[config.mk]
export PLATFORM = sky130hd
export DESIGN_NAME = split_resp_merge
export DESIGN_NICKNAME = d
export VERILOG_FILES = /design/src/hdl/tcdm_pkg.sv /design/src/hdl/split_pkg.sv /design/src/hdl/split_resp_merge.sv
export SDC_FILE = /design/constraint.sdc
export NUM_CORES = 1
export LEC_CHECK = 0
export BUFFER_PORTS_ARGS = -buffer_cell sky130_fd_sc_hd__buf_2
export CAP_MARGIN = 20
export CORE_ASPECT_RATIO = 1.25
export CORE_MARGIN = 2
export CORE_UTILIZATION = 46
export DETAILED_ROUTE_END_ITERATION = 7
export PLACE_DENSITY = 0.82
export SLEW_MARGIN = 10
export SYNTH_ARGS = -nofsm -noshare
export SYNTH_HDL_FRONTEND = slang
export SYNTH_SLANG_ARGS = --single-unit
[constraint.sdc]
create_clock -name clk_i -period 1.23 [get_ports clk_i]
set_input_delay 0.246 -clock clk_i [delete_from_list [all_inputs] [get_ports clk_i]]
set_output_delay 0.246 -clock clk_i [all_outputs]
set_load 0.005 [all_outputs]
[src/hdl/tcdm_pkg.sv]
`default_nettype none

// bus format shared by the banks and the splitter
package tcdm_pkg;

  // widths
  localparam int unsigned ADDR_W      = 32;  // byte address
  localparam int unsigned DATA_W      = 32;  // one bank word
  localparam int unsigned WIDE_DATA_W = 64;  // wide initiator port

  // memory map
  localparam int unsigned BANK_WORDS   = 256;
  localparam int unsigned BANK_SEL_BIT = 2;                 // word interleave bit
  localparam int unsigned BANK_IDX_LSB = BANK_SEL_BIT + 1;  // word index starts above it
  localparam int unsigned BANK_IDX_W   = $clog2(BANK_WORDS);

  // byte enable widths
  localparam int unsigned BE_W      = DATA_W / 8;
  localparam int unsigned WIDE_BE_W = WIDE_DATA_W / 8;

  typedef logic [ADDR_W-1:0]      addr_t;
  typedef logic [DATA_W-1:0]      word_t;
  typedef logic [WIDE_DATA_W-1:0] wide_word_t;
  typedef logic [BE_W-1:0]        be_t;
  typedef logic [WIDE_BE_W-1:0]   wide_be_t;

  // word index inside a bank, addr[10:3]
  typedef logic [BANK_IDX_W-1:0] bank_idx_t;

endpackage : tcdm_pkg

`default_nettype wire

[src/hdl/split_pkg.sv]
`default_nettype none

// split control: channel count and grant tracking
package split_pkg;

  localparam int unsigned NB_CHAN    = 2;
  localparam int unsigned CHAN_BYTES = 4;  // address stride from one channel to the next

  typedef logic [NB_CHAN-1:0] chan_mask_t;  // one bit per channel

  typedef enum logic {
    GNT_PASS = 1'b0,  // requests go straight through
    GNT_HOLD = 1'b1   // part of the wide request still waits for a bank
  } gnt_state_e;

endpackage : split_pkg

`default_nettype wire

[src/hdl/split_resp_merge.sv]
`default_nettype none

// collects the channel responses of one wide request into one wide response
module split_resp_merge
  import tcdm_pkg::*;
  import split_pkg::*;
(
  input  logic                  clk_i,
  input  logic                  rst_ni,
  input  logic                  clear_i,
  input  chan_mask_t            chan_r_valid_i,
  input  word_t [NB_CHAN-1:0]   chan_r_data_i,
  output logic                  wide_r_valid_o,
  output wide_word_t            wide_r_data_o
);

  chan_mask_t          got_q, got_d;  // channels that answered early
  word_t [NB_CHAN-1:0] data_q;        // their saved read data
  logic                all_here;

  // every channel answers now or has answered already
  assign all_here       = &(chan_r_valid_i | got_q);
  assign wide_r_valid_o = all_here;

  always_comb begin
    got_d = got_q | chan_r_valid_i;
    if (all_here) begin
      got_d = '0;  // merged, start over
    end
  end

  always_ff @(posedge clk_i or negedge rst_ni) begin
    if (!rst_ni) begin
      got_q <= '0;
    end else if (clear_i) begin
      got_q <= '0;
    end else begin
      got_q <= got_d;
    end
  end

  // saved read words of early channels
  always_ff @(posedge clk_i) begin
    for (int i = 0; i < NB_CHAN; i++) begin
      if (chan_r_valid_i[i]) begin
        data_q[i] <= chan_r_data_i[i];
      end
    end
  end

  // saved word for early channels, live word otherwise
  for (genvar i = 0; i < NB_CHAN; i++) begin : g_data
    assign wide_r_data_o[i*DATA_W +: DATA_W] = got_q[i] ? data_q[i] : chan_r_data_i[i];
  end

  // issue masks granted channels, so a channel never answers twice per wide request
  a_no_double_resp : assert property (
    @(posedge clk_i) disable iff (!rst_ni || clear_i) (chan_r_valid_i & got_q) == '0
  );

endmodule : split_resp_merge

`default_nettype wire

==> summary by stage <==
Yosys
The number of different library cells in the post-synthesis netlist is 7. The combined area of all synthesized cells is 0.00282 sq mm. After synthesis the netlist holds a flip-flop and latch count of 66.

The sequential-to-total area share from yosys stat is 0.699. By count the netlist is led by edfxtp_1, mux2_2, buf_6. The largest total area in the synthesized netlist belongs to edfxtp_1.

Ranked by total cell area, the synthesized netlist is headed by edfxtp_1, mux2_2, buf_6. Counting every instance in the synthesized netlist gives 143. The async set-or-reset flop fraction in the synthesized netlist is 0.0303.

The average size of a mapped cell is 19.7 sq um. The number of warnings printed during yosys synthesis is 0. In this run, synthesis inferred 64 flip-flops with an integrated enable.

The most used flip-flop cell after synthesis is edfxtp_1. The most common cell in the synthesized netlist is edfxtp_1. The top cell type's share of synthesized area is 0.681. The number of nets in the synthesized netlist is 212.

Routing
For this run, design rule violations remaining after detail routing come to 0. The average wire per cell in the routed design is 16.5 um. The number of routed nets with antenna violations is 0.

The number of violations reported at the end of detailed-routing iteration 0 is 82. The first-pass iteration count of the detailed router is 4. The sum of routed wire length over all layers is 6250 um. The total via count after detailed routing is 1876.

Using the TritonRoute via totals, the vias-per-cell ratio works out to 4.94.

Worst hold path
In this run the worst hold path is classified as input port to flop.

STA
For the pin with the worst max-slew slack, the measured transition is 245 ps. Setup violations remaining at the end of the flow were counted as 65. The final hold violation count was 0. The worst-case headroom to the max-slew limit is 0.835. Setup repair after global routing could not meet its margin everywhere. The max-slew violation count is 0.

Adding up every negative setup slack in the final design gives -28120 ps. The maximum clock frequency is 586 MHz. Across all setup checks in the final design, the least slack found is -477 ps. The shortest clock period the worst path allows after layout is 1710 ps. The final worst hold slack is 80.7 ps.

Clock skew on the completed layout was measured at 0.0974 ps. In the finished design, the share of the clock period the worst path needs comes to 1.39.

CTS
The cell sitting at the root of the clock tree is a clkbuf_8. The TritonCTS buffer count is 9. In this run the deepest clock path goes through 2 buffers.

The TritonCTS clock tree is done. The worst-skew pair later-pin latency is 330 ps. The clock drives 66 sinks. Clock-pin slew was measured on the worst setup and hold paths at 70 ps. The H-tree depth reported by CTS is 3.

Global route
The number of global-route vias before repair is 1765. The first global-routing pass estimated 8200 um of wire. The total overflow left after global routing is 0. The number of antenna violations at the first check in global routing was 0. In the global route stage, overall resource usage came out at 0.164. Entering global routing, the biggest net connects 35 pins.

Run status
The run finished, with violations left. The checks that failed: setup timing.

Placement
Detailed placement ended at an HPWL of 3980 um. The number of input and output port buffers inserted is 133. The number of placed instances, taps included is 357.

The routability-driven placement congestion ratio is 0.719.

Layout
The count of cells in the finished layout, fillers not included, comes to 380. The number of diodes is 0. The area of combinational cells with multiple inputs is 850 sq um. The share of layout cells above drive strength 1 is 0.758. The count of filler cells inserted in the layout is 365.

The layout overhead on the synthesized area is 47.3%. The post-layout net count is 362. In the final layout, flip-flops and latches occupy 0.00197 sq mm.

Power and ir drop
Summed over all cells, the static leakage comes to 1.76 nW. Of the total power, the share spent switching nets is 0.221. The internal portion of the total power is 0.00408 W. The sequential cell fraction of total power is 0.518. The portion of total power attributed to the clock network is 0.327. For this design the total switching power over the nets is 0.00116 W. The worst-case IR drop observed on VDD is 1.42 mV. The cell area power density is 1260 mW/mm^2. Of the total power, combinational logic draws 0.155.

Worst setup path
The worst setup path is captured at a primary output. The worst setup path is of the flop to primary output kind. The maximum fanout along the worst path is 17. For flop-to-flop paths, the worst setup slack is 130 ps. For the worst setup path, the data arrival time is 1460 ps. STA puts the critical path data required time at 980 ps. The type of element launching the critical path is a flop.

Floorplan
The I/O pin count is 134. The initial utilization of the core area, before any placement, comes to 0.482. The die width is 74.1 um.

The row count is 31. The die height is 91.6 um. The die covers 0.00678 sq mm.

The core footprint is 0.00586 sq mm.

Run
The max-cap check violation count is 0.
layout by cell type (no fill, tap or decap):
cell type	n
buf_2	108
edfxtp_1	64
mux2_2	38
mux2_4	26
buf_6	26
clkbuf_8	9
buf_12	4
buf_4	4
clkinv_2	3
nor2_1	2
nor4_1	2
clkinv_1	2
clkbuf_16	2
nor2_4	1
clkinvlp_4	1
bufinv_16	1
buf_16	1
buf_8	1
dfrtp_1	1
dfrtp_2	1
dlygate4sd3_1	1
layout make-up:
class,count,area share
clock inverters,7,0.0145
well taps,82,0.0247
repair buffers,147,0.252
flip-flops and latches,66,0.475
clock buffers,9,0.0298
multi-input cells,69,0.204
timing repair:
| action | 4_1_cts | 5_1_grt |
|---|---|---|
| resized for setup | 8 | 45 |
| cloned | 1 | 3 |
| hold buffers | 1 | 0 |
| endpoints found under the setup margin | 65 | 65 |
| setup buffers | 2 | 0 |
| hold endpoints to repair | 2 | 0 |
final timing paths:
kind	endpoint	cells past startpoint	from
worst max-delay path	wide_r_data_o[63]	3	got_q[1]$_DFF_PN0_
worst min-delay path	got_q[0]$_DFF_PN0_	2	clear_i
worst max register to register	got_q[1]$_DFF_PN0_	3	got_q[0]$_DFF_PN0_
worst min register to register	got_q[0]$_DFF_PN0_	2	got_q[1]$_DFF_PN0_
max in group asynchronous	got_q[1]$_DFF_PN0_	2	rst_ni
min in group asynchronous	got_q[0]$_DFF_PN0_	2	rst_ni
kinds of logic after synthesis:
kind of cell	count (synthesis)	share of synthesized area
muxes	64	0.261
and+or+nand+nor	5	0.00842
DFF	66	0.699
buffers and inverters	8	0.0319
power groups by stage:
stage	logic, W	registers (W)	clock network, W
finish	0.000810	0.00271	0.00171
global route	0.000869	0.00273	0.00183
CTS	0.000674	0.00271	0.00174
detailed placement	0.000633	0.00276	0
global placement	0.000626	0.00274	0
floorplan	0.000279	0.00273	0
state kept, by name, summed over array words and instances (netlist names):
name and flops:
data_q 64, got_q 2
metrics by stage:
stage,util,power [W],instance area [sq um],setup slack [ps]
2_1_floorplan,-,0.00301,2820,66.8
3_3_place_gp,0.615,0.00337,3600,-80.5
3_5_place_dp,0.615,0.00339,3600,-89.2
4_1_cts,0.661,0.00512,3870,-459
5_1_grt,0.709,0.00543,4160,-522
6_report,0.709,0.00523,4160,-477
per-layer routing:
layer  up-vias  share of wire  GRT usage
met5         -              0          0
met4         0          0.026     0.0955
met3        12          0.084     0.0633
met2       110           0.48      0.249
met1       887           0.41      0.195
li1        867              -          -
critical path, cell delays in order, from the launching register on:
cell and delay (ps):
dfrtp_2 440, buf_12 200, mux2_2 360, buf_2 130
Power figures use the tool's default switching activity.
