--- config.mk ---
export PLATFORM = sky130hd
export DESIGN_NAME = split_req_issue
export DESIGN_NICKNAME = d
export VERILOG_FILES = /design/src/hdl/tcdm_pkg.sv /design/src/hdl/split_pkg.sv /design/src/hdl/split_req_issue.sv
export SDC_FILE = /design/constraint.sdc
export NUM_CORES = 1
export LEC_CHECK = 0
export BUFFER_PORTS_ARGS = -buffer_cell sky130_fd_sc_hd__clkbuf_2
export CORE_AREA = 2 2 98 100
export CTS_BUF_LIST = sky130_fd_sc_hd__clkbuf_8
export CTS_CLUSTER_SIZE = 10
export DETAILED_ROUTE_END_ITERATION = 10
export DIE_AREA = 0 0 100 102
export PLACE_DENSITY = 0.64
export SLEW_MARGIN = 20
export SYNTH_ARGS = -nofsm -noshare
export SYNTH_HDL_FRONTEND = slang
export SYNTH_SLANG_ARGS = --single-unit
--- constraint.sdc ---
create_clock -name clk_i -period 1.93 [get_ports clk_i]
set_input_delay 0.386 -clock clk_i [delete_from_list [all_inputs] [get_ports clk_i]]
set_output_delay 0.386 -clock clk_i [all_outputs]
set_load 0.005 [all_outputs]
--- src/hdl/tcdm_pkg.sv ---
`default_nettype none

// bus format shared by the banks and the splitter
package tcdm_pkg;

  // widths
  localparam int unsigned ADDR_W      = 32;  // byte address
  localparam int unsigned DATA_W      = 32;  // one bank word
  localparam int unsigned WIDE_DATA_W = 64;  // wide initiator port

  // memory map
  localparam int unsigned BANK_WORDS   = 256;
  localparam int unsigned BANK_SEL_BIT = 2;                 // word interleave bit
  localparam int unsigned BANK_IDX_LSB = BANK_SEL_BIT + 1;  // word index starts above it
  localparam int unsigned BANK_IDX_W   = $clog2(BANK_WORDS);

  // byte enable widths
  localparam int unsigned BE_W      = DATA_W / 8;
  localparam int unsigned WIDE_BE_W = WIDE_DATA_W / 8;

  typedef logic [ADDR_W-1:0]      addr_t;
  typedef logic [DATA_W-1:0]      word_t;
  typedef logic [WIDE_DATA_W-1:0] wide_word_t;
  typedef logic [BE_W-1:0]        be_t;
  typedef logic [WIDE_BE_W-1:0]   wide_be_t;

  // word index inside a bank, addr[10:3]
  typedef logic [BANK_IDX_W-1:0] bank_idx_t;

endpackage : tcdm_pkg

`default_nettype wire

--- src/hdl/split_pkg.sv ---
`default_nettype none

// split control: channel count and grant tracking
package split_pkg;

  localparam int unsigned NB_CHAN    = 2;
  localparam int unsigned CHAN_BYTES = 4;  // address stride from one channel to the next

  typedef logic [NB_CHAN-1:0] chan_mask_t;  // one bit per channel

  typedef enum logic {
    GNT_PASS = 1'b0,  // requests go straight through
    GNT_HOLD = 1'b1   // part of the wide request still waits for a bank
  } gnt_state_e;

endpackage : split_pkg

`default_nettype wire

--- src/hdl/split_req_issue.sv ---
`default_nettype none

// issues one wide request as NB_CHAN word requests, tracks partial grants
module split_req_issue
  import tcdm_pkg::*;
  import split_pkg::*;
(
  input  logic                  clk_i,
  input  logic                  rst_ni,
  input  logic                  clear_i,
  // wide initiator
  input  logic                  wide_req_i,
  input  addr_t                 wide_add_i,
  input  logic                  wide_wen_i,   // 1 = read
  input  wide_be_t              wide_be_i,
  input  wide_word_t            wide_data_i,
  output logic                  wide_gnt_o,
  // channels towards the banks
  output chan_mask_t            chan_req_o,
  output addr_t [NB_CHAN-1:0]   chan_add_o,
  output logic                  chan_wen_o,
  output be_t   [NB_CHAN-1:0]   chan_be_o,
  output word_t [NB_CHAN-1:0]   chan_data_o,
  input  chan_mask_t            chan_gnt_i
);

  gnt_state_e state_q, state_d;
  chan_mask_t done_q, done_d;  // channels already granted during hold
  chan_mask_t done_eff;        // mask only counts while holding

  assign done_eff = (state_q == GNT_HOLD) ? done_q : '0;

  // wide grant once every channel is granted now or was granted before
  assign wide_gnt_o = &(chan_gnt_i | done_eff);

  always_comb begin
    state_d = state_q;
    done_d  = done_q;
    unique case (state_q)
      GNT_PASS: begin
        if (wide_req_i && !wide_gnt_o) begin  // partial or no grant
          state_d = GNT_HOLD;
          done_d  = chan_gnt_i;                 // remember what got through
        end
      end
      GNT_HOLD: begin
        if (wide_gnt_o) begin  // last missing channels granted
          state_d = GNT_PASS;
          done_d  = '0;
        end else begin
          done_d = done_q | chan_gnt_i;
        end
      end
      default: begin
        state_d = GNT_PASS;
        done_d  = '0;
      end
    endcase
  end

  always_ff @(posedge clk_i or negedge rst_ni) begin
    if (!rst_ni) begin
      state_q <= GNT_PASS;
      done_q  <= '0;
    end else if (clear_i) begin
      state_q <= GNT_PASS;
      done_q  <= '0;
    end else begin
      state_q <= state_d;
      done_q  <= done_d;
    end
  end

  assign chan_wen_o = wide_wen_i;  // same direction on every channel

  // per channel slicing, granted channels drop out while holding
  for (genvar i = 0; i < NB_CHAN; i++) begin : g_chan
    assign chan_req_o[i]  = wide_req_i & ~done_eff[i];
    assign chan_add_o[i]  = wide_add_i + addr_t'(i * CHAN_BYTES);
    assign chan_be_o[i]   = wide_be_i[i*BE_W +: BE_W];
    assign chan_data_o[i] = wide_data_i[i*DATA_W +: DATA_W];
  end

  // banks only grant requested channels, so no grant appears out of nothing
  a_gnt_needs_req : assert property (
    @(posedge clk_i) disable iff (!rst_ni) wide_gnt_o |-> wide_req_i
  );

endmodule : split_req_issue

`default_nettype wire

==> results of run 1 <==
kinds of logic (layout without fill, tap and decap cells):
logic type | after synthesis | after routing | synth area share
adder cells (fa/ha/maj) | 1 | 1 | 0.00781
XOR/XNOR | 28 | 28 | 0.153
AO/OA/AOI/OAI | 8 | 8 | 0.0289
multiplexers | 1 | 1 | 0.00625
AND/OR/NAND/NOR | 62 | 62 | 0.244
flip-flops | 3 | 3 | 0.0469
buffers and inverters | 112 | 149 | 0.513
routing by layer:
layer | vias up | share of wire | GRT usage
li1 | 670 | - | -
met1 | 643 | 0.35 | 0.0804
met2 | 94 | 0.52 | 0.173
met3 | 31 | 0.090 | 0.0130
met4 | 0 | 0.045 | 0.0432
met5 | - | 0 | 0
sequential cells by signal (all words and copies together) (netlist names):
register  cells
state_q       1
done_q        2
metrics by stage:
step           setup slack (ns)  cells  cell area [sq um]  hold slack (ns)
2_1_floorplan            0.0392    215               1620           0.0904
3_3_place_gp             -0.257    353               1720            0.182
3_5_place_dp             -0.279    353               1720            0.184
4_1_cts                  -0.235    363               1910            0.367
5_1_grt                  -0.325    363               1960            0.384
6_report                 -0.206    363               1960            0.368
worst max-delay path, stage by stage:
cell,delay [ns]
buf_8,0.08
ha_4,0.14
nand3_4,0.07
or4_4,0.60
nor3_2,0.20
xor2_1,0.15
clkbuf_2,0.13
worst paths after layout:
| path | start | end | slack [ns] | depth (start not counted) |
|---|---|---|---|---|
| max | wide_add_i[2] | chan_add_o[52] | -0.21 | 7 |
| min | clear_i | done_q[1] | 0.37 | 2 |
| max reg2reg | state_q | state_q | 0.84 | 3 |
| min reg2reg | done_q[1] | done_q[1] | 0.60 | 2 |
| max in group asynchronous | rst_ni | done_q[0] | 1.32 | 2 |
| min in group asynchronous | rst_ni | state_q | 0.50 | 2 |
layout make-up:
cell class	count	area [sq um]	area share
clock buffer	3	41.3	0.0210
clock inverter	1	3.75	0.00191
inverter	4	15.0	0.00764
multi-input combinational	100	818	0.417
sequential	3	75.1	0.0382
tap	111	139	0.0707
timing repair buffer	141	872	0.444
report_power, final:
group          total, uW  switching (uW)  internal (uW)
registers           71.7            5.15           66.6
clock network        174            38.8            135
logic                302             142            161
total                548             186            363
repair_timing:
item                                    in CTS  in global routing
hold buffers                                 1                  0
buffers inserted                             5                  0
pin swaps                                   11                  8
endpoints found under the setup margin      23                 23
hold endpoints to repair                     3                  0
resized for setup                           19                 33
placed cells by master, fill, tap and decap left out, types with 4 or more instances in the layout:
cell / netlist / layout
buf_6: 0 / 4
nor2_1: 11 / 7
nand2_1: 11 / 10
xnor2_1: 17 / 15
a21oi_1: 5 / 5
buf_2: 0 / 16
xor2_1: 11 / 11
nand4_1: 5 / 5
clkbuf_2: 0 / 77
inv_1: 4 / 5
buf_4: 107 / 39
clkbuf_8: 0 / 4
nand3_1: 12 / 6
Yosys cell counts, drive strengths merged:
master	number
buf	107
xnor2	17
nand3	12
nand2	11
nor2	11
xor2	11
nand4	6
nor3	6
a21oi	5
and3	4
inv	4
nor4	4
dfrtp	3
nand2b	3
a21boi	2
or2	2
and4	1
clkbuf	1
ha	1
mux2i	1
nand3b	1
o22ai	1
or4	1
==> impl_metrics.yaml, run 1 <==
global_route:
  grt_pass1_wl_um: 6700
  grt_util_all_layers: 0.0844
  grt_pass1_vias: 1333
  grt_max_degree: 11
  grt-ovfl-total: 0
  antenna_found_initial: 0
clocking:
  cts_max_level: 1
  cts_buffers: 3
  root_buffer: "clkbuf_8"
  clkLatencyLatePin_ns: 0.21
  cts.sinks: 3
  path_clk_slew_ns: 0.03
  cts_buffer_depth: 2
  cts_tree: "built"
synth:
  synth_fp_nets: 327
  yosysSeqAreaShare: 0.0469
  synth_top_cell_area_share: 0.502
  synth_top_area_cell: "buf_4"
  synth_area_sq_um: 1600
  syn_inst: 215
  synthDistinctLibCells: 27
  syn_area_per_cell_sq_um: 7.45
  ys_seq_elements: 3
  synthTopCellsByArea: "buf_4 50%, xnor2_1 9.3%, xor2_1 6.0%"
  ys_warn_count: 0
floorplanning:
  die_area_sq_um: 10200
  initial_core_util: 0.176
  io_pins: 251
  die_w_um: 100
  chipHeight_um: 102
  core_sq_um: 9110
  rows: 35
job:
  maxCapViolations: 0
placed_design:
  post-dp-hpwl_um: 4140
  gp_congestion: 0.760
  numPortBuffers: 98
timing:
  final.setup.tns_ns: -1.26
  finClkSkew_ns: 0.00144
  setup_viol_count_final: 12
  max_freq_mhz: 468
  finalHoldViolCount: 0
  period_share: 1.11
  worstMarginPinSlew_ns: 0.320
  slew_headroom: 0.785
  period_minus_slack_ns: 2.14
  rsz0062_at_grt: "yes"
  setup_slack_ns: -0.206
  maxSlewViolCount: 0
finish:
  drive_gt1_frac: 0.667
  syn2layout_area_growth_pct: 22.7
  post-route-util: 0.216
  fillers: 1033
  diodes: 0
  nets: 365
critical_path:
  critPathRequiredTime_ns: 1.54
  worstSetupEndpointType: "primary output"
  start_kind: "input port"
  path_class: "input port to primary output"
  critical_path.max_fanout: 5
  cp.arrival_ns: 1.75
power:
  power.leakage_uw: 0.000985
  fin_total_pwr_uw: 548
  p_per_area_nw_per_um2: 279
  ir_worst_vdd_mv: 0.297
route:
  vias: 1438
  totalWireLength_um: 4840
  drt-pass1-iter-count: 4
  avgRoutedWirePerCell_um: 13.3
  antenna_left: 0
  via_per_inst: 3.96
  drtIter0Drc: 17
  drc_errors: 0
status:
  violations: "setup timing"
  status: "finished with violations"
hold_path:
  hold_class: "input port to register"
No activity file was read; power rests on OpenSTA's default activity.
==> run 2, diff against run 1 <==
Settings changed: SKIP_CTS_REPAIR_TIMING from default to 1.
==> impl_metrics.yaml, run 2 (synthesis results as in run 1) <==
timing:
  maxSlewViolCount: 0
  max_freq_mhz: 470
  setup_viol_count_final: 12
  period_minus_slack_ns: 2.13
  rsz0062_at_grt: "yes"
  setup_slack_ns: -0.196
  worstMarginPinSlew_ns: 0.324
  period_share: 1.10
  finClkSkew_ns: 0.00144
  slew_headroom: 0.782
  final.setup.tns_ns: -1.30
  finalHoldViolCount: 0
  holdWs_ns: 0.368
route:
  totalWireLength_um: 4890
  drtIter0Drc: 15
  via_per_inst: 3.94
  avgRoutedWirePerCell_um: 13.5
  antenna_left: 0
  drt-pass1-iter-count: 2
  vias: 1430
  drc_errors: 0
critical_path:
  cp.buffers_inverters: 2
  crit_path_max_incr_delay_ns: 0.57
  critical_path.max_fanout: 5
  worstSetupEndpointType: "primary output"
  cp.arrival_ns: 1.74
  slowest_stage: "or4_4"
  r2r_start: "state_q"
  path_class: "input port to primary output"
  worstSetupStartpoint: "wide_add_i[2]"
  worstPathCellList: "buf_8, ha_4, nand3_4, or4_4, nor3_2, xor2_1, clkbuf_2"
  critPathRequiredTime_ns: 1.54
  start_kind: "input port"
  path_delay_family: "simple AND/OR/NAND/NOR gates"
placed_design:
  dpl_cell_area_sq_um: 1720
  dp_cells: 353
  numPortBuffers: 98
  post-dp-hpwl_um: 4140
  gp_congestion: 0.760
clocking:
  path_clk_slew_ns: 0.03
  root_buffer: "clkbuf_8"
  cts_buffers: 3
  cts_tree: "built"
  cts_max_level: 1
  cts_buffer_depth: 2
  cts.sinks: 3
  clkLatencyLatePin_ns: 0.21
power:
  power.leakage_uw: 0.000973
  p_per_area_nw_per_um2: 281
  ir_worst_vdd_mv: 0.298
global_route:
  grt_max_degree: 11
  antenna_found_initial: 0
  grt_pass1_vias: 1265
  grt-ovfl-total: 0
  grt_util_all_layers: 0.0802
  grt_pass1_wl_um: 6380
finish:
  final_common_cell: "clkbuf_2"
  largest_register: "done_q"
  syn2layout_area_growth_pct: 22.7
  largest_reg_flops: 2
  fin_area_sq_um: 1960
  nets: 365
  post-route-util: 0.216
  drive_gt1_frac: 0.663
  diodes: 0
  fillers: 1033
  final_cell_mix: "78 x clkbuf_2, 36 x buf_4, 16 x xnor2_1, 12 x buf_6, 12 x buf_2"
  largestRegisters: "done_q x2, state_q x1"
  fin_cells: 363
job:
  maxCapViolations: 0
hold_path:
  hp-start: "clear_i"
  hold_class: "input port to register"
floorplanning:
  rows: 35
  io_pins: 251
  initial_core_util: 0.176
  die_w_um: 100
  chipHeight_um: 102
  die_area_sq_um: 10200
  core_sq_um: 9110
status:
  status: "finished with violations"
  violations: "setup timing"
-- run 2: metal layers --
layer / vias to the layer above / GRT usage / share of wire
met4: 0 / 0.0453 / 0.060
met3: 35 / 0.0109 / 0.093
met2: 98 / 0.161 / 0.51
met1: 626 / 0.0788 / 0.34
li1: 671 / - / -
met5: - / 0 / 0
-- run 2: report_power, final --
part | leakage, uW | internal [uW] | switching, uW | total [uW]
registers | 0.0000404 | 66.6 | 5.15 | 71.7
logic | 0.000905 | 165 | 141 | 306
clock network | 0.0000269 | 135 | 38.8 | 174
-- run 2: layout make-up --
cell class	instances	area, sq um	area share
clock buffer	3	41.3	0.0210
clock inverter	1	3.75	0.00191
inverter	4	15.0	0.00764
multi-input combinational	100	802	0.408
sequential	3	75.1	0.0382
tap	111	139	0.0707
timing repair buffer	141	888	0.452
-- run 2: worst paths after layout --
path                       depth (start not counted)  slack [ns]              to
setup / recovery                                   7       -0.20  chan_add_o[52]
hold / removal                                     2        0.37       done_q[1]
setup reg to reg                                   3        0.84         state_q
hold reg to reg                                    2        0.60       done_q[1]
max in group asynchronous                          2        1.32       done_q[0]
min in group asynchronous                          2        0.50         state_q
-- run 2: stage by stage --
step	total power, uW	setup slack (ns)
2_1_floorplan	325	0.0392
6_report	552	-0.196
3_3_place_gp	355	-0.257
5_1_grt	596	-0.314
4_1_cts	539	-0.281
3_5_place_dp	359	-0.279
==> run 3, diff against run 2 <==
==> constraint.sdc (replaced) <==
create_clock -name clk_i -period 1.93 [get_ports clk_i]
set_input_delay 0.0965 -clock clk_i [delete_from_list [all_inputs] [get_ports clk_i]]
set_output_delay 0.0965 -clock clk_i [all_outputs]
set_load 0.005 [all_outputs]
==> impl_metrics.yaml, run 3 (synthesis results as in run 1) <==
placed_design:
  dp_cells: 321
  pre_cts_ws_ns: 0.212
  gp_congestion: 0.681
  numPortBuffers: 98
  post-dp-hpwl_um: 3550
floorplanning:
  io_pins: 251
  rows: 35
  die_area_sq_um: 10200
  die_w_um: 100
  chipHeight_um: 102
  core_sq_um: 9110
  initial_core_util: 0.176
critical_path:
  worst-path-stages: 6
  worstPathCellList: "clkbuf_2, nand4_4, or4_4, nor3_2, xor2_1, clkbuf_2"
  reg2reg_to: "done_q[0]"
  r2r_start: "state_q"
  path_class: "input port to primary output"
  r2r_cells: 3
  cp.arrival_ns: 1.59
  cp.buffers_inverters: 2
  critical_path.max_fanout: 6
  critPathMostFrequentCell: "clkbuf_2"
  slowest_stage: "or4_4"
  r2r_slack_ns: 0.86
  start_kind: "input port"
  crit_path_max_incr_delay_ns: 0.64
  worstSetupEndpointType: "primary output"
  path_delay_family: "simple AND/OR/NAND/NOR gates"
  critPathRequiredTime_ns: 1.83
power:
  fin_total_pwr_uw: 479
  power.leakage_uw: 0.000767
  p_per_area_nw_per_um2: 316
  ir_worst_vdd_mv: 0.473
global_route:
  grt-ovfl-total: 0
  grt_util_met1: 0.0730
  grt_util_all_layers: 0.0693
  grt_max_degree: 11
  grt_pass1_vias: 1089
  grt_util_met3: 0.0116
  grt_pass1_wl_um: 5490
  met2_usage: 0.126
  grt_most_used_layer: "met2"
  antenna_found_initial: 0
route:
  drc_errors: 0
  drt-pass1-iter-count: 4
  antenna_left: 0
  via_per_inst: 3.98
  vias: 1297
  avgRoutedWirePerCell_um: 12.3
  drtIter0Drc: 19
  totalWireLength_um: 4000
finish:
  largest_register: "done_q"
  largestRegisters: "done_q x2, state_q x1"
  largest_reg_flops: 2
  diodes: 0
  multi_input_area_sq_um: 704
  fillers: 1045
  final_common_cell: "clkbuf_2"
  regArea_sq_um: 75.1
  nets: 328
  fin_cells: 326
  syn2layout_area_growth_pct: -5.31
  final_cell_mix: "98 x clkbuf_2, 17 x xnor2_1, 12 x nand3_1"
  drive_gt1_frac: 0.540
timing:
  period_minus_slack_ns: 1.69
  slew_headroom: 0.595
  worstMarginPinSlew_ns: 0.603
  setup_slack_ns: 0.239
  setup_viol_count_final: 0
  finClkSkew_ns: 0.000707
  rsz0062_at_grt: "no"
  finalHoldViolCount: 0
  max_freq_mhz: 591
  maxSlewViolCount: 0
  final.setup.tns_ns: 0
  period_share: 0.876
status:
  status: "finished clean"
clocking:
  cts_buffer_depth: 2
  cts_max_level: 1
  cts.sinks: 3
  clkLatencyLatePin_ns: 0.21
  path_clk_slew_ns: 0.03
  cts_tree: "built"
  cts_buffers: 3
  root_buffer: "clkbuf_8"
job:
  maxCapViolations: 0
hold_path:
  hold_class: "input port to register"
  holdPathEnd: "done_q[1]"
  hp-start: "clear_i"
  hold_path_depth: 2
run 3: through the flow:
stage	hold WS [ns]	instance area (sq um)	utilization
2_1_floorplan	-0.199	1600	-
3_3_place_gp	-0.106	1460	0.160
3_5_place_dp	-0.105	1460	0.160
4_1_cts	-0.333	1510	0.165
5_1_grt	0.0824	1520	0.166
6_report	0.0723	1520	0.166
run 3: where the power goes:
group          switching, uW  leakage (uW)  internal (uW)  total (uW)
clock network           40.5     0.0000269            135         176
registers               5.23     0.0000404           66.6        71.8
logic                    121      0.000700            111         231
total                    167      0.000767            313         479
run 3: cell type report:
cell class	count	share of cell area
Multi-Input combinational cell	100	0.465
Timing Repair Buffer	104	0.355
Tap cell	111	0.0916
Sequential cell	3	0.0495
Clock buffer	3	0.0272
Inverter	4	0.00990
Clock inverter	1	0.00248
run 3: worst max path at each step:
stage                  start        endpoint
6_report       wide_add_i[5]  chan_add_o[52]
5_1_grt        wide_add_i[2]  chan_add_o[52]
4_1_cts        wide_add_i[5]  chan_add_o[52]
3_5_place_dp   wide_add_i[5]  chan_add_o[52]
3_3_place_gp   wide_add_i[2]  chan_add_o[52]
2_1_floorplan  wide_add_i[2]  chan_add_o[52]
run 3: routing by layer:
layer,share of wire,routed length [um],up-vias
met5,0,0,-
met4,0.055,222,0
met3,0.095,379,32
met2,0.47,1870,101
met1,0.38,1530,570
li1,-,-,594
run 3: worst register-to-register path: cells and delay by family (launching register included):
family          cells  cell delay, ns
compound gates      2            0.35
flops               1            0.46
simple gates        1            0.18
